--- config.mk ---
export PLATFORM = sky130hd
export DESIGN_NAME = cache_ctrl
export DESIGN_NICKNAME = d
export VERILOG_FILES = /design/src/logic/cache_ctrl_pkg.sv /design/src/logic/cache_geom_pkg.sv /design/src/logic/cache_ctrl.sv
export SDC_FILE = /design/constraint.sdc
export NUM_CORES = 1
export LEC_CHECK = 0
export ABC_AREA = 1
export BUFFER_PORTS_ARGS = -buffer_cell sky130_fd_sc_hd__buf_4
export CAP_MARGIN = 20
export CORE_AREA = 2 2 348 350
export CTS_BUF_LIST = sky130_fd_sc_hd__clkbuf_16
export DETAILED_ROUTE_END_ITERATION = 6
export DIE_AREA = 0 0 350 352
export PLACE_DENSITY = 0.36
export SLEW_MARGIN = 0
export SYNTH_ARGS = -nofsm -noshare
export SYNTH_HDL_FRONTEND = slang
export SYNTH_SLANG_ARGS = --single-unit
--- constraint.sdc ---
create_clock -name clk -period 26.2 [get_ports clk]
set_clock_uncertainty 0.15 [all_clocks]
set_input_delay 3.93 -clock clk [delete_from_list [all_inputs] [get_ports clk]]
set_output_delay 3.93 -clock clk [all_outputs]
set_load 0.05 [all_outputs]
--- src/logic/cache_ctrl_pkg.sv ---
package cache_ctrl_pkg;

	// main controller states
	typedef enum logic [2:0] {
		ST_IDLE,
		ST_LOOKUP,
		ST_WRITE,
		ST_MISS,
		ST_REFILL,
		ST_DONE
	} ctrl_state_t;

	// request opcode from the core
	typedef enum logic {
		OP_READ,
		OP_WRITE
	} req_op_t;

endpackage

--- src/logic/cache_geom_pkg.sv ---
package cache_geom_pkg;

	localparam int ADDR_W = 32;
	localparam int TAG_W = 24;
	localparam int INDEX_W = 4;
	localparam int SETS = 16;
	localparam int WORD_SEL_W = 1;
	localparam int WORDS_PER_LINE = 2;
	localparam int WAYS = 2;
	localparam int WORD_W = 64;
	localparam int STRB_W = 8;
	localparam int LINE_W = 128;

	// address split into tag 31..8, index 7..4 and word select 3
	localparam int OFFSET_W = 4;
	localparam int INDEX_LSB = OFFSET_W;
	localparam int TAG_LSB = INDEX_LSB + INDEX_W;
	localparam int WORD_LSB = OFFSET_W - WORD_SEL_W;

	// new bytes where the strobe is set, old bytes elsewhere
	function automatic logic [WORD_W-1:0] strb_merge(
		input logic [WORD_W-1:0] old_data,
		input logic [WORD_W-1:0] new_data,
		input logic [STRB_W-1:0] strb
	);
		logic [WORD_W-1:0] merged;
		for (int i = 0; i < STRB_W; i++) begin
			merged[i*8 +: 8] = strb[i] ? new_data[i*8 +: 8] : old_data[i*8 +: 8];
		end
		return merged;
	endfunction

endpackage
--- src/logic/cache_ctrl.sv ---
`timescale 1ns/1ns

module cache_ctrl (
	input  logic                                    clk,
	input  logic                                    rst,
	input  logic                                    req_valid,
	input  cache_ctrl_pkg::req_op_t                 req_op,
	input  logic [cache_geom_pkg::ADDR_W-1:0]       req_addr,
	input  logic [cache_geom_pkg::STRB_W-1:0]       wstrb,
	input  logic [cache_geom_pkg::WORD_W-1:0]       wdata,
	output logic                                    addr_ok,
	output logic                                    data_ok,
	output logic [cache_geom_pkg::WORD_W-1:0]       rdata,
	output logic                                    rd_en,
	output logic [cache_geom_pkg::INDEX_W-1:0]      rd_index,
	output logic [cache_geom_pkg::TAG_W-1:0]        lookup_tag,
	output logic [cache_geom_pkg::WORD_SEL_W-1:0]   lookup_word,
	input  logic [cache_geom_pkg::WAYS-1:0]         way_hit,
	input  logic [cache_geom_pkg::WORD_W-1:0]       hit_word,
	input  logic [cache_geom_pkg::WAYS-1:0]         way_valid,
	output logic [$clog2(cache_geom_pkg::WAYS)-1:0] victim_way,
	input  logic [cache_geom_pkg::TAG_W-1:0]        victim_tag,
	input  logic                                    victim_dirty,
	input  logic [cache_geom_pkg::LINE_W-1:0]       victim_block,
	output logic [$clog2(cache_geom_pkg::WAYS)-1:0] wr_way,
	output logic [cache_geom_pkg::INDEX_W-1:0]      wr_index,
	output logic                                    word_we,
	output logic [cache_geom_pkg::WORD_SEL_W-1:0]   word_sel,
	output logic [cache_geom_pkg::WORD_W-1:0]       word_din,
	output logic                                    fill_we,
	output logic                                    fill_dirty,
	output logic                                    set_dirty,
	output logic                                    refill_active,
	input  logic                                    beat_we,
	input  logic [cache_geom_pkg::WORD_SEL_W-1:0]   beat_word,
	input  logic [cache_geom_pkg::WORD_W-1:0]       beat_data,
	input  logic                                    fill_done,
	input  logic [cache_geom_pkg::WORD_W-1:0]       miss_rdata,
	output logic [cache_geom_pkg::WORD_SEL_W-1:0]   req_word,
	output cache_ctrl_pkg::req_op_t                 buf_op,
	output logic [cache_geom_pkg::STRB_W-1:0]       buf_wstrb,
	output logic [cache_geom_pkg::WORD_W-1:0]       buf_wdata,
	output logic                                    waxi_valid,
	output logic [cache_geom_pkg::ADDR_W-1:0]       waxi_addr,
	output logic [cache_geom_pkg::LINE_W-1:0]       waxi_data,
	input  logic                                    waxi_ready,
	output logic                                    raxi_valid,
	output logic [cache_geom_pkg::ADDR_W-1:0]       raxi_addr
);

	cache_ctrl_pkg::ctrl_state_t state, state_n;

	logic [cache_geom_pkg::TAG_W-1:0] buf_tag;
	logic [cache_geom_pkg::INDEX_W-1:0] buf_index;
	logic [$clog2(cache_geom_pkg::WAYS)-1:0] hit_way_q, miss_way, rr_ptr;
	logic [cache_geom_pkg::WORD_W-1:0] merged_q;
	logic [cache_geom_pkg::TAG_W-1:0] miss_tag;
	logic miss_dirty;
	logic [cache_geom_pkg::LINE_W-1:0] miss_block;
	logic hit;

	assign hit = |way_hit;

	always_comb begin
		state_n = state;
		case (state)
			cache_ctrl_pkg::ST_IDLE: if (req_valid) state_n = cache_ctrl_pkg::ST_LOOKUP;
			cache_ctrl_pkg::ST_LOOKUP: begin
				if (!hit) begin
					state_n = cache_ctrl_pkg::ST_MISS;
				end else if (buf_op == cache_ctrl_pkg::OP_WRITE) begin
					state_n = cache_ctrl_pkg::ST_WRITE;
				end else begin
					state_n = cache_ctrl_pkg::ST_IDLE;
				end
			end
			cache_ctrl_pkg::ST_WRITE: state_n = cache_ctrl_pkg::ST_IDLE;
			// clean victim skips the write-back
			cache_ctrl_pkg::ST_MISS: begin
				if (!miss_dirty || waxi_ready) state_n = cache_ctrl_pkg::ST_REFILL;
			end
			cache_ctrl_pkg::ST_REFILL: if (fill_done) state_n = cache_ctrl_pkg::ST_DONE;
			default: state_n = cache_ctrl_pkg::ST_IDLE;
		endcase
	end

	always_ff @(posedge clk) begin
		if (rst) begin
			state <= cache_ctrl_pkg::ST_IDLE;
			rr_ptr <= '0;
		end else begin
			state <= state_n;
			if (fill_done) rr_ptr <= rr_ptr + 1'b1;
		end
	end

	// request buffer
	always_ff @(posedge clk) begin
		if (addr_ok && req_valid) begin
			buf_op <= req_op;
			buf_tag <= req_addr[cache_geom_pkg::TAG_LSB +: cache_geom_pkg::TAG_W];
			buf_index <= req_addr[cache_geom_pkg::INDEX_LSB +: cache_geom_pkg::INDEX_W];
			req_word <= req_addr[cache_geom_pkg::WORD_LSB +: cache_geom_pkg::WORD_SEL_W];
			buf_wstrb <= wstrb;
			buf_wdata <= wdata;
		end
	end

	// invalid way first, else round robin
	always_comb begin
		if (!way_valid[0]) victim_way = 1'b0;
		else if (!way_valid[1]) victim_way = 1'b1;
		else victim_way = rr_ptr;
	end

	// hit merge and miss buffer are both taken in lookup
	always_ff @(posedge clk) begin
		if (state == cache_ctrl_pkg::ST_LOOKUP) begin
			hit_way_q <= way_hit[1];
			merged_q <= cache_geom_pkg::strb_merge(hit_word, buf_wdata, buf_wstrb);
			if (!hit) begin
				miss_way <= victim_way;
				miss_tag <= victim_tag;
				miss_dirty <= victim_dirty;
				miss_block <= victim_block;
			end
		end
	end

	assign addr_ok = state == cache_ctrl_pkg::ST_IDLE;
	assign data_ok = (state == cache_ctrl_pkg::ST_LOOKUP && hit) ||
		state == cache_ctrl_pkg::ST_DONE;
	assign rdata = (state == cache_ctrl_pkg::ST_LOOKUP) ? hit_word : miss_rdata;

	assign rd_en = addr_ok && req_valid;
	assign rd_index = req_addr[cache_geom_pkg::INDEX_LSB +: cache_geom_pkg::INDEX_W];
	assign lookup_tag = buf_tag;
	assign lookup_word = req_word;

	// bank writes come from a write-hit commit or a refill beat
	assign wr_way = (state == cache_ctrl_pkg::ST_WRITE) ? hit_way_q : miss_way;
	assign wr_index = buf_index;
	assign word_we = state == cache_ctrl_pkg::ST_WRITE || beat_we;
	assign word_sel = (state == cache_ctrl_pkg::ST_WRITE) ? req_word : beat_word;
	assign word_din = (state == cache_ctrl_pkg::ST_WRITE) ? merged_q : beat_data;
	assign set_dirty = state == cache_ctrl_pkg::ST_WRITE;
	assign fill_we = fill_done;
	assign fill_dirty = buf_op == cache_ctrl_pkg::OP_WRITE;

	assign refill_active = state == cache_ctrl_pkg::ST_REFILL;
	assign raxi_valid = refill_active;
	assign raxi_addr = {buf_tag, buf_index, {cache_geom_pkg::OFFSET_W{1'b0}}};

	assign waxi_valid = state == cache_ctrl_pkg::ST_MISS && miss_dirty;
	assign waxi_addr = {miss_tag, buf_index, {cache_geom_pkg::OFFSET_W{1'b0}}};
	assign waxi_data = miss_block;

	a_ok_excl: assert property (@(posedge clk) disable iff (rst) !(addr_ok && data_ok));

	a_waxi_hold: assert property (@(posedge clk) disable iff (rst)
		waxi_valid && !waxi_ready |=> waxi_valid && $stable(waxi_addr) && $stable(waxi_data));

endmodule

==> results.md <==
* Setup repair after global routing missed its margin: no
* Cell with the biggest individual delay on the critical path: sky130_fd_sc_hd__o21ai_1
* Count of standard-cell rows at around 130
* Total via count after detailed routing at 10,700
* Worst Setup End Kind: output pin
* Reported max-cap violation count at 0
* Maximum number of pins on one net before global-route repair at about 130
* # H-tree levels at 2
* Total count of hold-check failures in the final report at 0
* Final Critical Period at approximately 9000 ps
* Number of routed nets with antenna violations at 0
* Overall die area at ~0.12 mm2
* DR DRC count at 0
* Num Clock Sinks at between 300 and 400
* Final sum of negative setup slack at 0 ps
* Core Area at between 0.1 and 0.15 mm2
* Flop and latch count out of synthesis at about 330
* Routed wire length per instance at roughly 23 um
* Weighted congestion at the end of routability-driven global placement at about 0.77
* Type of the worst setup path: input pin to output pin
* Mapped Avg Cell Area at 13.0 um2
* Cell Chain, Critical Path: buf_4, inv_1, o21ai_1, buf_4
* CP Data Required Time at ~22,000 ps
* Area used by sequential logic in the layout at 0.00972 mm2
* Portion of the clock cycle consumed by the worst path in the final layout at between 30% and 40%
* Maximum buffer depth of the clock tree at 3
* Via count normalized by instance count at a little over 3
* Quantity of gates resized following cts at 0
* CTS Hold Bufs at 0
* Pin slew with the least headroom to its limit at roughly 970 ps
* Worst hold path stage count at 2
* Max stage delay on crit path at a little under 400 ps
* Worst Reg-to-Reg Cells at 4
* Remaining max-slew budget at the tightest pin at a little over a third
* Leakage power at 9.60 nW
* Biggest fanout along the worst timing path at 2
* Worst flop-to-flop path startpoint: state[2]
* Endpoint of the worst hold path: rr_ptr
* Post-CTS setup repair buffer count at 0
* Clock tree from TritonCTS: done
* Worst IR drop on VDD at around 0.045 mV
* Hold_sp: rr_ptr
* Area occupied by multi-input gates at approximately 0.0021 mm2
* Clk Tree Root Cell: sky130_fd_sc_hd__clkbuf_16
* Clock Latency Late Sink at approximately 620 ps
* Global-route wire length before repair at about 100 mm
* Maximum frequency from static timing analysis at between 100 and 150 MHz
* Hold WC Path Type: flop to flop
* Final count of pins violating max slew at 0
* Register-to-Register Setup Slack at ~24,000 ps
* Half-perimeter wire length after placement at between 60 and 70 mm
* DRT Pass-1 Iters at 4
* Yosys warning total at 0
* Post-synthesis instance total at approximately 980
* Total global routing track utilization at between 10% and 20%
* Pwr/cell area at 88.0 mW/mm2
* Data arrival at the endpoint of the critical path at about 4800 ps
* Starting DRC count in detailed routing at between 500 and 600
* I/O Pins at 901
* Count of input and output buffers at roughly 900
* DRT Wirelength at approximately 80 mm
* Post-layout util at 18.6%
* Post-synthesis to final-layout area growth at 76.1%
* CP most frequent cell: sky130_fd_sc_hd__buf_4
* Sequential share of the synthesized area at 76.9%
* Fraction of final layout cells with drive strength greater than 1 at 51.7%
* Leftover overflow at the end of global routing at 0
* Clock-pin slew on the worst setup and hold paths at 50 ps
* Startpoint types: input pin
* CTS buffer count at 45
* Critical R2R Capture: waxi_data[95]
* Setup-failing EPs final at 0
* Die height at roughly 350 um
* FILL cells at approximately 13,000
* Starting density of the core at 10.6%
* Status: completed
* Chip width at about 350 um
* Total standard cell area after synthesis at approximately 0.013 mm2
* Unique cell type count in the Yosys netlist at 21
* Final-stage net count at 2,306
* Vias in the first global route at about 11,000
* Antenna violations before repair at 28
-- cell usage in the layout (no fill, tap or decap) --
cell type                   netlist  routed
sky130_fd_sc_hd__nand2_2          1       1
sky130_fd_sc_hd__nand2_1        333     333
sky130_fd_sc_hd__nor3_2           0       1
sky130_fd_sc_hd__nand3_1          4       4
sky130_fd_sc_hd__buf_4           51     900
sky130_fd_sc_hd__clkinv_1         0       9
sky130_fd_sc_hd__inv_6            0       3
sky130_fd_sc_hd__o21ai_0         66      66
sky130_fd_sc_hd__inv_1           74      81
sky130_fd_sc_hd__clkinv_16        0       2
sky130_fd_sc_hd__or2_2            1       1
sky130_fd_sc_hd__diode_2          0       2
sky130_fd_sc_hd__edfxtp_1       321     321
sky130_fd_sc_hd__clkbuf_16        0      45
sky130_fd_sc_hd__o21ai_1         64      64
sky130_fd_sc_hd__buf_12           0       1
sky130_fd_sc_hd__nor3_4           1       1
sky130_fd_sc_hd__clkinv_2         0       9
sky130_fd_sc_hd__bufinv_16        0       2
sky130_fd_sc_hd__nor2_1          11      10
sky130_fd_sc_hd__nor2_4           0       2
sky130_fd_sc_hd__a21boi_0         1       1
sky130_fd_sc_hd__dfxtp_1          4       4
sky130_fd_sc_hd__a21oi_1          4       4
sky130_fd_sc_hd__conb_1           1       8
-- sequential cells by signal, indices dropped and copies added (netlist names) --
signal / cells
buf_op: 1
buf_wdata: 64
buf_wstrb: 8
hit_way_q: 1
lookup_tag: 24
lookup_word: 1
merged_q: 64
miss_dirty: 1
miss_tag: 24
miss_way: 1
rr_ptr: 1
state: 3
waxi_data: 128
wr_index: 4
-- area by class of cell --
cell class,instances,area share [%]
flip-flops and latches,325,43.7
well taps,1612,9.06
clock inverters,30,1.07
diodes,2,0.0225
repair buffers,901,30.5
inverters,76,1.31
multi-input cells,496,9.33
clock buffers,45,5.06
-- kinds of logic (layout without fill, tap and decap cells) --
logic type,count (synthesis),count (layout),share of synthesized area (%)
buffers and inverters,161,1052,6.97
and+or+nand+nor,353,353,10.7
other,1,10,0.0297
AOI/OAI and AO/OA,135,135,5.37
DFF,325,325,76.9
-- critical path: cells and delay by family --
kind | cells | cell delay [ps]
AOI/OAI and AO/OA | 1 | 390
buffers and inverters | 3 | 440
-- synthesized netlist by cell type (all sizes together) --
library cell	instances	share of area [%]
a21boi	1	0.059
inv	76	2.3
buf	74	4.4
dfxtp	4	0.63
o21ai	130	5.2
nor2	12	0.38
nor3	2	0.17
conb	1	0.030
or2	1	0.050
nand3	4	0.16
edfxtp	321	76
clkbuf	11	0.33
a21oi	4	0.16
nand2	334	9.9
-- per-layer routing --
metal	vias up	share of wire (%)	track usage [%]
li1	5010	-	-
met1	4981	36	13.4
met2	549	50	22.0
met3	108	11	5.81
met4	36	3.0	3.71
met5	-	0.28	0
-- worst max-delay path by stage --
stage	startpoint	end	slack [ps]	cells past startpoint
after floorplan	req_valid	rd_en	10310	2
after global placement	hit_word[26]	rdata[26]	17250	4
after detailed placement	hit_word[26]	rdata[26]	17260	4
after CTS	hit_word[26]	rdata[26]	17250	4
after global routing	req_valid	rd_en	17310	5
final	hit_word[26]	rdata[26]	17360	4
-- per-stage QoR --
step / setup slack (ps) / cells / total power, mW / area [um2] / hold WS [ps]
2_1_floorplan: 10310 / 982 / 1.13 / 12700 / 289
3_3_place_gp: 17250 / 3410 / 1.40 / 20900 / 332
3_5_place_dp: 17260 / 3410 / 1.40 / 20900 / 334
4_1_cts: 17250 / 3485 / 2.01 / 22200 / 342
5_1_grt: 17310 / 3485 / 2.05 / 22200 / 362
6_report: 17360 / 3487 / 1.96 / 22300 / 331
-- where the power goes --
group | leakage, nW | internal, mW | total (mW) | switching, mW
combinational | 5.90 | 0.177 | 0.673 | 0.496
sequential | 3.01 | 0.657 | 0.696 | 0.0391
clock | 0.697 | 0.331 | 0.589 | 0.257
Power figures use the tool's default switching activity.
