<file path="src/logic/cache_ctrl_pkg.sv">
package cache_ctrl_pkg;

	// main controller states
	typedef enum logic [2:0] {
		ST_IDLE,
		ST_LOOKUP,
		ST_WRITE,
		ST_MISS,
		ST_REFILL,
		ST_DONE
	} ctrl_state_t;

	// request opcode from the core
	typedef enum logic {
		OP_READ,
		OP_WRITE
	} req_op_t;

endpackage

</file>
<file path="src/logic/cache_geom_pkg.sv">
package cache_geom_pkg;

	localparam int ADDR_W = 32;
	localparam int TAG_W = 24;
	localparam int INDEX_W = 4;
	localparam int SETS = 16;
	localparam int WORD_SEL_W = 1;
	localparam int WORDS_PER_LINE = 2;
	localparam int WAYS = 2;
	localparam int WORD_W = 64;
	localparam int STRB_W = 8;
	localparam int LINE_W = 128;

	// address split into tag 31..8, index 7..4 and word select 3
	localparam int OFFSET_W = 4;
	localparam int INDEX_LSB = OFFSET_W;
	localparam int TAG_LSB = INDEX_LSB + INDEX_W;
	localparam int WORD_LSB = OFFSET_W - WORD_SEL_W;

	// new bytes where the strobe is set, old bytes elsewhere
	function automatic logic [WORD_W-1:0] strb_merge(
		input logic [WORD_W-1:0] old_data,
		input logic [WORD_W-1:0] new_data,
		input logic [STRB_W-1:0] strb
	);
		logic [WORD_W-1:0] merged;
		for (int i = 0; i < STRB_W; i++) begin
			merged[i*8 +: 8] = strb[i] ? new_data[i*8 +: 8] : old_data[i*8 +: 8];
		end
		return merged;
	endfunction

endpackage
</file>
<file path="src/logic/refill_unit.sv">
`timescale 1ns/1ns

module refill_unit (
	input  logic                                  clk,
	input  logic                                  rst,
	input  logic                                  active,
	input  logic                                  raxi_dvalid,
	input  logic                                  raxi_dlast,
	input  logic [cache_geom_pkg::WORD_W-1:0]     raxi_data,
	input  cache_ctrl_pkg::req_op_t               req_op,
	input  logic [cache_geom_pkg::WORD_SEL_W-1:0] req_word,
	input  logic [cache_geom_pkg::STRB_W-1:0]     wstrb,
	input  logic [cache_geom_pkg::WORD_W-1:0]     wdata,
	output logic                                  beat_we,
	output logic [cache_geom_pkg::WORD_SEL_W-1:0] beat_word,
	output logic [cache_geom_pkg::WORD_W-1:0]     beat_data,
	output logic                                  fill_done,
	output logic [cache_geom_pkg::WORD_W-1:0]     miss_rdata
);

	logic [cache_geom_pkg::WORD_SEL_W-1:0] beat_cnt;
	logic req_beat;

	// beat counter clears outside the refill
	always_ff @(posedge clk) begin
		if (rst || !active) begin
			beat_cnt <= '0;
		end else if (raxi_dvalid) begin
			beat_cnt <= beat_cnt + 1'b1;
		end
	end

	assign beat_we = active && raxi_dvalid;
	assign beat_word = beat_cnt;
	assign fill_done = beat_we && raxi_dlast;
	assign req_beat = beat_we && (beat_cnt == req_word);

	// write miss lands its bytes on top of the memory word
	assign beat_data = (req_op == cache_ctrl_pkg::OP_WRITE && beat_cnt == req_word) ?
		cache_geom_pkg::strb_merge(raxi_data, wdata, wstrb) : raxi_data;

	// raw word for a read miss
	always_ff @(posedge clk) begin
		if (req_beat) begin
			miss_rdata <= raxi_data;
		end
	end

	a_last_beat: assert property (@(posedge clk) disable iff (rst)
		beat_we && raxi_dlast |-> beat_cnt == cache_geom_pkg::WORDS_PER_LINE - 1);

endmodule

</file>
<file path="config.mk">
export PLATFORM = sky130hd
export DESIGN_NAME = refill_unit
export DESIGN_NICKNAME = d
export VERILOG_FILES = /design/src/logic/cache_ctrl_pkg.sv /design/src/logic/cache_geom_pkg.sv /design/src/logic/refill_unit.sv
export SDC_FILE = /design/constraint.sdc
export NUM_CORES = 1
export LEC_CHECK = 0
export BUFFER_PORTS_ARGS = -buffer_cell sky130_fd_sc_hd__buf_2
export CAP_MARGIN = 15
export CORE_AREA = 4 4 103 105
export CTS_BUF_LIST = sky130_fd_sc_hd__clkbuf_2
export DETAILED_ROUTE_END_ITERATION = 8
export DIE_AREA = 0 0 107 109
export PLACE_DENSITY = 0.74
export SLEW_MARGIN = 25
export SYNTH_ARGS = -nofsm -noshare
export SYNTH_HDL_FRONTEND = slang
export SYNTH_SLANG_ARGS = --single-unit
</file>
<file path="constraint.sdc">
create_clock -name clk -period 2.13 [get_ports clk]
set_input_delay 0.3195 -clock clk [delete_from_list [all_inputs] [get_ports clk]]
set_output_delay 0.3195 -clock clk [all_outputs]
set_load 0.005 [all_outputs]
</file>
==> summary.md, run 1 <==
The path class of the tightest hold or removal check is input pin to flip-flop. The congestion estimate from routability-driven global placement came to 0.810. In the synthesized netlist, the number of instances is 151. Setup repair after global routing could not meet its margin everywhere. The tools report the root buffer cell as sky130_fd_sc_hd__clkbuf_2.

From synthesis to final layout, the design area changed by 79.7%. The clock period minus worst slack is 2.27 ns, and the part of the power in registers is 50.9%. The type of the worst setup path is flip-flop to primary output. Net switching is 23.9% of the power. The power per cell area works out to 519 nW/µm². Of the cells placed in the final design, the portion with a size suffix greater than 1 is 72.2%.

For this run, global-route usage on met1 was measured as 16.5%. Static timing analysis puts the maximum clock frequency at 0.440 GHz. The logs give 10 for the count of unique library cells instantiated by Yosys and -7.51 ns for the sum of negative setup slack. Summed over all layers, the global routing overflow is 0.

The tools report the number of design-rule violations left by the first detailed-router iteration as 103. The clock network accounts for 24.3% of the total power. The post-route fraction of the period consumed by the critical path was 107%. By area the synthesized netlist is led by sky130_fd_sc_hd__edfxtp_1, sky130_fd_sc_hd__mux2_4, sky130_fd_sc_hd__buf_6. The initial antenna violation count was 0; the maximum fanout encountered on the critical timing path was 9. Across the VDD grid, the largest voltage drop is 0.000356 V. The flow ran to the end, but the final reports show violations. The mapped netlist covers 3100 µm². In the layout the commonest cells are sky130_fd_sc_hd__buf_2, sky130_fd_sc_hd__dlygate4sd3_1, sky130_fd_sc_hd__mux2_4, sky130_fd_sc_hd__edfxtp_1, sky130_fd_sc_hd__clkbuf_2. The worst setup margin was -0.143 ns.

Top cell type's share of synthesized area: 62.1%. The critical path goes through xnor2_4 -> buf_12 -> and3_1 -> buf_6 -> mux2_4 -> buf_2. The tools report the endpoint class of the critical path as a primary output. The maximum number of buffers from clock root to sink was 2; the via count normalized by instance count was 4.33. The number of global-route vias before repair was 3097; the internal power consumption was 2.20 mW. The die is 107 µm wide. Clock-pin slew was measured on the worst setup and hold paths at 0.17 ns.

The final-report max-slew violation count came out at 0. The half-perimeter wire length after detailed placement was 7.81 mm; the number of antenna repair diodes was 0. Before antenna repair, the detailed router went through 4 iterations.

The count of input and output buffers works out to 273. The fill cell total of the finished layout was 796; the number of buffers added by the clock tree synthesis step was 9. The final layout contains routed wiring with a total length of 10.8 mm. The initial utilization of the core area, before any placement, comes to 32.1%. Global routing consumed, over all layers together, 17.7% of the routing resources.

The run gives 0.110 ns as the tightest hold margin. The remaining routing DRC violations was 0. Max-cap violations in this run came to 0. The tools report the net total in the final layout as 646. For the area taken by multi-input logic gates, the log shows 1080 µm². The library cell used most frequently in the layout, excluding fill and tap cells, is sky130_fd_sc_hd__buf_2. The run gives 0 as the final-report hold violation count. Maximum cell stage delay along the critical path: 0.40 ns. Across all layers, the routed design uses 2774 vias. For the share of synthesized area occupied by flip-flops and latches, the log shows 62.7%. The run gives 2.65 nW as the static leakage power. The worst max-slew margin expressed relative to the limit came out at 76.6%. For the worst setup path, the data required time is 1.81 ns.

The final reports fail on negative setup slack. The synthesized area divided by synthesized cell count is 20.5 µm². The clock tree synthesis step divided the H-tree into 3 levels. The run gives 0.0406 ns as the pre-CTS setup slack.

The run gives 9640 µm² as the core area. The worst path arrival time was 1.95 ns. Row generation in the floorplan step produced 36 rows. Dividing the detail-routed wire length by the instance count gives 16.8 µm.

Entering global routing, the biggest net connects 65 pins. The total die area is 11700 µm². The flip-flop and latch count after synthesis is 65. Final instance area: 5560 µm². The floorplan die height is 109 µm, and the global-route wire length before repair is 15.7 mm.

TritonCTS built the clock tree. In this run the register-to-register setup slack is 0.59 ns. The master of the slowest instance on the critical path is sky130_fd_sc_hd__dfxtp_4.

STA classifies the critical path startpoint as a flip-flop. For met2 alone, demand over resource in global routing was 34.8%. For this run, global-route usage on met3 was measured as 7.34%.

The placed instances occupy a cell area of 4710 µm². The slew of the pin with the lowest slew margin was 0.351 ns. For this design the top-level I/O count stands at 274.

The clock drives 65 sinks. Clock latency on the worst-skew pair: 0.46 ns. The largest total area in the synthesized netlist belongs to sky130_fd_sc_hd__edfxtp_1.

The most used routing layer in global routing was met2. Yosys printed 0 warnings. The detail route stage leaves a number of antenna-violating nets equal to 0. The switching power is 0.689 mW. The final worst clock skew is 0.0188 ns, and the combinational power share is 24.8%. The count of final setup violators came out at 64. In the final layout, flip-flops and latches occupy 1950 µm².

Synthesized net count: 294.
path summary, 6_finish.rpt:
kind,from,cells past startpoint,end
max,beat_word$_SDFFE_PP0P_,6,beat_data[17]
min,active,2,beat_word$_SDFFE_PP0P_
max reg2reg,beat_word$_SDFFE_PP0P_,4,miss_rdata[40]$_DFFE_PP_
min reg2reg,beat_word$_SDFFE_PP0P_,3,beat_word$_SDFFE_PP0P_
routing by layer:
layer,vias up,part of all wire [%]
li1,1296,-
met1,1296,33
met2,168,55
met3,14,10
met4,0,1.4
met5,-,0
synth_stat cells:
master,instances
sky130_fd_sc_hd__xnor2_2,1
sky130_fd_sc_hd__nor3b_1,1
sky130_fd_sc_hd__dfxtp_1,1
sky130_fd_sc_hd__edfxtp_1,64
sky130_fd_sc_hd__and2_1,1
sky130_fd_sc_hd__xnor2_1,1
sky130_fd_sc_hd__buf_6,8
sky130_fd_sc_hd__mux2_4,64
sky130_fd_sc_hd__and3_1,9
sky130_fd_sc_hd__and2_2,1
cells by family after synthesis:
kind of cell  synth area share [%]
flops                         62.7
mux                           31.0
simple gates                  2.51
buf+inv                       2.91
xor+xnor                     0.809
through the flow:
| stage | util [%] | instances | power (mW) |
|---|---|---|---|
| floorplan | - | 151 | 1.76 |
| global placement | 48.8 | 558 | 2.08 |
| detailed placement | 48.8 | 558 | 2.09 |
| CTS | 57.2 | 636 | 2.92 |
| global route | 57.7 | 641 | 3.03 |
| finish | 57.7 | 641 | 2.89 |
layout make-up:
cell class | count | area share (%)
Timing Repair Buffer | 349 | 40.7
Tap cell | 133 | 2.99
Sequential cell | 65 | 35.0
Clock buffer | 12 | 1.08
Multi-Input combinational cell | 78 | 19.4
Clock inverter | 4 | 0.787
flip-flops by register name, summed over array words and instances (netlist names):
name and flops:
miss_rdata 64, beat_word 1
critical path, delay by kind of cell, from the launching register on:
kind / cells / cell delay, ns
xor+xnor: 1 / 0.15
mux: 1 / 0.32
simple gates: 1 / 0.18
buf+inv: 3 / 0.44
flops: 1 / 0.40
power by group through the flow:
stage	logic, mW	registers (mW)	clock network (mW)
after floorplan	0.251	1.51	0
after global placement	0.580	1.50	0
after detailed placement	0.593	1.50	0
after CTS	0.711	1.47	0.737
after global routing	0.771	1.47	0.790
final	0.717	1.47	0.702
repair_timing:
item	4_1_cts	5_1_grt
buffers inserted	2	0
pin swaps	1	0
gates resized for setup	13	0
endpoints found under the hold margin	60	5
hold buffers	60	5
endpoints found under the setup margin	64	64
cloned	0	0
No activity file was read; power rests on OpenSTA's default activity.
==> run 2, diff against run 1 <==
Settings changed: ABC_AREA from default to 1, PLACE_DENSITY 0.74 to 0.82.
==> run 2 against run 1 <==
The run now ends clean. Core utilization is 2.2 points higher. Critical endpoint is now beat_data[16]. Sequential share of layout area is 1.3 points lower. Maximum frequency rose by 15%. Setup slack better by 0.30 ns. Total power decreased by 3.0%. Sequential cell count unchanged. Cell area is 3.9% higher.
==> summary.md, run 2 <==
The chip width was 107 µm (unchanged); the count of input and output buffers was 273 (unchanged). The synthesized net count was 644 (+120%). The number of buffers added by the clock tree synthesis step is 9 (unchanged).

Setup repair after global routing left no endpoint under its margin. The standard-cell row count was 36 (unchanged). The tools report the CTS H-tree depth as 3 (unchanged).

Clock period minus worst slack: 1.98 ns (-0.298 ns). The most used flip-flop cell after synthesis was sky130_fd_sc_hd__edfxtp_1. The worst setup margin came out at 0.155 ns (+0.298 ns).

Maximum number of buffers from clock root to sink: 2 (unchanged). sky130_fd_sc_hd__nand2_1 is the most common cell in the netlist. The tools report the sum of routed wire length over all layers as 13.8 mm (+28%). The largest individual stage delay along the critical path comes from the cell sky130_fd_sc_hd__dfxtp_4. The top cell type's share of synthesized area was 50.1% (-12 points); the share of synthesized area occupied by flip-flops and latches was 50.6% (-12 points).

The maximum cell stage delay along the critical path works out to 0.40 ns (about the same). The run gives 0.852 mW (+24%) as the switching power. Worst path arrival time: 1.66 ns (-0.29 ns). The starting utilization of the core area is 39.8% (+7.7 points).

The library cell used most frequently in the layout, excluding fill and tap cells, is sky130_fd_sc_hd__nand2_1. The tools report the number of antenna repair diodes as 0 (unchanged). The tools report the net total in the final layout as 956 (+48%). The run gives 9640 µm² (unchanged) as the core area.

For the final-report max-slew violation count, the log shows 0 (unchanged). The tools report the highest ir drop seen on vdd as 0.000223 V (-37%). Register name with the most flops: miss_rdata. The worst setup path is captured at a primary output.

The count of unique library cells instantiated by Yosys was 14 (+4). Relative to the synthesized area, the layout overhead comes to 50.5%. The critical path goes through inv_2 -> nand2_1 -> nand2_4 -> clkbuf_16 -> nand3_1 -> nand2_1 -> buf_2. The run gives 0 (unchanged) as the number of warning messages in the yosys log. The total track usage came out at 21.7% (+4.1 points).

TritonCTS built the clock tree. The logs give 18.8% (-5.5 points) for the relative contribution of the clock network to total power and 501 (+230%) for the post-synthesis cell count. The post-synthesis cell area was 3840 µm² (+24%); the flip-flop and latch count after synthesis was 65 (unchanged).

Flip-flop count of the largest register after layout: 64 (unchanged). The share of post-route cells with drive strength above 1 works out to 36.4% (-36 points). Number of detailed-route iterations in the first pass: 5 (+1). Final-report hold violation count: 0 (unchanged). Kind of cell adding the most delay to the critical path: simple AND/OR/NAND/NOR gates. The reg2reg setup slack was 0.70 ns (+0.11 ns). The type of the worst setup path was flip-flop to primary output. The half-perimeter wire length after detailed placement came out at 9.66 mm (+24%).

The tools report the initial antenna violation count as 0 (unchanged). Post-route fraction of the period consumed by the critical path: 92.7% (-14 points). The number of global-route vias before repair is 4131 (+33%), and the global-route wire length before repair is 20.1 mm (+28%).

Kind of path behind the tightest hold check: input pin to flip-flop. The number of maximum-capacitance violations is 0 (unchanged). The average wire per standard cell works out to 14.6 µm (-13%). The sum of negative setup slack was 0 ns (+7.51 ns); the share of synthesized registers carrying an async set or reset was 0% (unchanged). The depth of the worst register-to-register path is 3 (-1). For the static leakage power, the log shows 3.19 nW (+21%). The via count normalized by instance count was 4.86 (+12%); the remaining routing DRC violations was 0 (unchanged). The clock sink total is 65 (unchanged).

Combinational power share: 29.1% (+4.3 points). The data required time of the critical path was 1.81 ns (about the same); the count of final setup violators was 0 (-100%). The pre-CTS setup slack came out at 0.506 ns (+0.465 ns). The leftover overflow at the end of global routing was 0 (unchanged). The post-CTS clock slew at the launch and capture registers of the worst setup and hold paths came out at 0.15 ns (-0.02 ns).

Maximum fanout encountered on the critical timing path: 21 (+12). The run gives 11700 µm² (unchanged) as the total die area. The tools report the final RePlAce weighted congestion as 0.911 (+12%). Largest net degree at the start of global routing: 65 (unchanged). The clock latency on the worst-skew pair was 0.46 ns (about the same). The startpoint identified for the worst register-to-register timing path is beat_word$_SDFFE_PP0P_. The post-CTS repair timing setup buffer count is 0 (-2). The path with the worst hold slack has its endpoint at miss_rdata[60]$_DFFE_PP_.

The switching power share of the total is 30.4% (+6.6 points), and the number of cells traversed by the worst hold path is 1 (-1). The slew of the pin with the lowest slew margin was 0.375 ns (+0.0239 ns). After synthesis, the cell types taking the most area are sky130_fd_sc_hd__edfxtp_1, sky130_fd_sc_hd__nand2_1, sky130_fd_sc_hd__nand3_1. The number of design-rule violations left by the first detailed-router iteration came out at 366 (+260%).

The tree is rooted in a sky130_fd_sc_hd__clkbuf_2. The worst max-slew margin expressed relative to the limit was 75.0% (-1.6 points); the final worst clock skew was 0.0232 ns (+0.00442 ns). For the I/O pin total, the log shows 274 (unchanged). The library cells used most frequently in the layout, excluding fill and tap cells, are sky130_fd_sc_hd__nand2_1, sky130_fd_sc_hd__buf_2, sky130_fd_sc_hd__nand3_1, sky130_fd_sc_hd__edfxtp_1, sky130_fd_sc_hd__dlygate4sd3_1. The part of the power in registers was 52.1% (+1.2 points). The critical path startpoint category was a flip-flop. The floorplan die height came out at 109 µm (unchanged). The remaining antenna violation count after routing was 0 (unchanged).

The upper clock frequency limit was 0.506 GHz (+15%); the power per cell area was 485 nW/µm² (-6.6%). The synthesized area divided by synthesized cell count works out to 7.66 µm² (-63%). The worst hold path begins at raxi_data[60]. The flow ran to the end, and the final reports show no timing, DRC or antenna violations. The worst path buffer plus inverter count is 3 (unchanged). The run gives 1.95 mW (-11%) as the internal power consumption. Cell seen most often among critical-path stages: sky130_fd_sc_hd__nand2_1.

Of all cell types, the one taking the most synthesized area is sky130_fd_sc_hd__edfxtp_1. The number of enable-type register cells in the synthesized netlist works out to 64 (unchanged). Sorting the synthesized cells by how often they occur yields sky130_fd_sc_hd__nand2_1, sky130_fd_sc_hd__edfxtp_1, sky130_fd_sc_hd__nand3_1, sky130_fd_sc_hd__clkbuf_8, sky130_fd_sc_hd__inv_1. The endpoint identified for the worst register-to-register timing path is miss_rdata[30]$_DFFE_PP_. The count of vias placed by the detailed router was 4601 (+66%).
run 2: cell count changes in the layout (fill, tap and decap cells not counted), moves of 11 or more:
cell / change
sky130_fd_sc_hd__inv_1: +11
sky130_fd_sc_hd__mux2_4: -64
sky130_fd_sc_hd__nand2_1: +326
sky130_fd_sc_hd__nand3_1: +64
sky130_fd_sc_hd__dlygate4sd3_1: -18
run 2: layout make-up:
type                       count  area (µm²)
multi-input combinational    397        1610
timing repair buffer         328        1950
clock buffer                   9        45.0
inverter                      12        45.0
fill                         898        3860
clock inverter                 3        12.5
tap                          133         166
sequential                    65        1950
run 2: worst register-to-register path, cell delays in order (launching register included):
cell                      delay, ns
sky130_fd_sc_hd__dfxtp_4       0.41
sky130_fd_sc_hd__nand2_1       0.14
sky130_fd_sc_hd__a21oi_4       0.20
sky130_fd_sc_hd__buf_12        0.33
run 2: stage by stage:
| step | power [mW] | cells | util [%] | area, µm² | hold WS [ns] |
|---|---|---|---|---|---|
| after floorplan | 1.87 | 501 | - | 3850 | 0.418 |
| after global placement | 2.20 | 887 | 54.0 | 5200 | 0.526 |
| after detailed placement | 2.21 | 887 | 54.0 | 5200 | 0.527 |
| after CTS | 2.79 | 934 | 58.2 | 5610 | 0.000257 |
| after global routing | 3.00 | 947 | 59.9 | 5780 | 0.00206 |
| final | 2.80 | 947 | 59.9 | 5780 | 0.0764 |
run 2: power groups by stage:
stage,clock network (mW),logic (mW),registers [mW]
2_1_floorplan,0,0.369,1.50
3_3_place_gp,0,0.714,1.49
3_5_place_dp,0,0.722,1.49
4_1_cts,0.558,0.774,1.46
5_1_grt,0.630,0.905,1.46
6_report,0.527,0.815,1.46
run 2: worst max path at each step:
stage	startpoint	endpoint	slack (ns)	depth (start not counted)
floorplan	beat_word$_SDFFE_PP0P_	miss_rdata[0]$_DFFE_PP_	0.02	2
global placement	req_word	beat_data[58]	0.54	8
detailed placement	beat_word$_SDFFE_PP0P_	beat_data[34]	0.51	6
CTS	beat_word$_SDFFE_PP0P_	beat_data[34]	0.03	6
global route	beat_word$_SDFFE_PP0P_	beat_data[16]	0.0007	7
finish	beat_word$_SDFFE_PP0P_	beat_data[16]	0.15	7
run 2: kinds of logic (layout without fill, tap and decap cells):
group | count (synthesis) | count (layout) | synth area share, %
buffers and inverters | 39 | 352 | 7.82
AO/OA/AOI/OAI | 1 | 1 | 0.130
flip-flops | 65 | 65 | 50.6
AND/OR/NAND/NOR | 396 | 396 | 41.5
run 2: routing by layer:
| metal | routed length (µm) | vias up | global-route usage (%) |
|---|---|---|---|
| met5 | 0 | - | 0 |
| met4 | 467 | 0 | 10.7 |
| met3 | 1170 | 41 | 4.32 |
| met2 | 7190 | 285 | 39.6 |
| met1 | 4960 | 2050 | 24.2 |
| li1 | - | 2225 | - |
run 2: repair_timing:
item                                    CTS  global route
pin swaps                                 0             0
cloned                                    0             1
gates resized for setup                   1             5
hold buffers                             35            12
hold endpoints to repair                 35            12
endpoints found under the setup margin   30            60
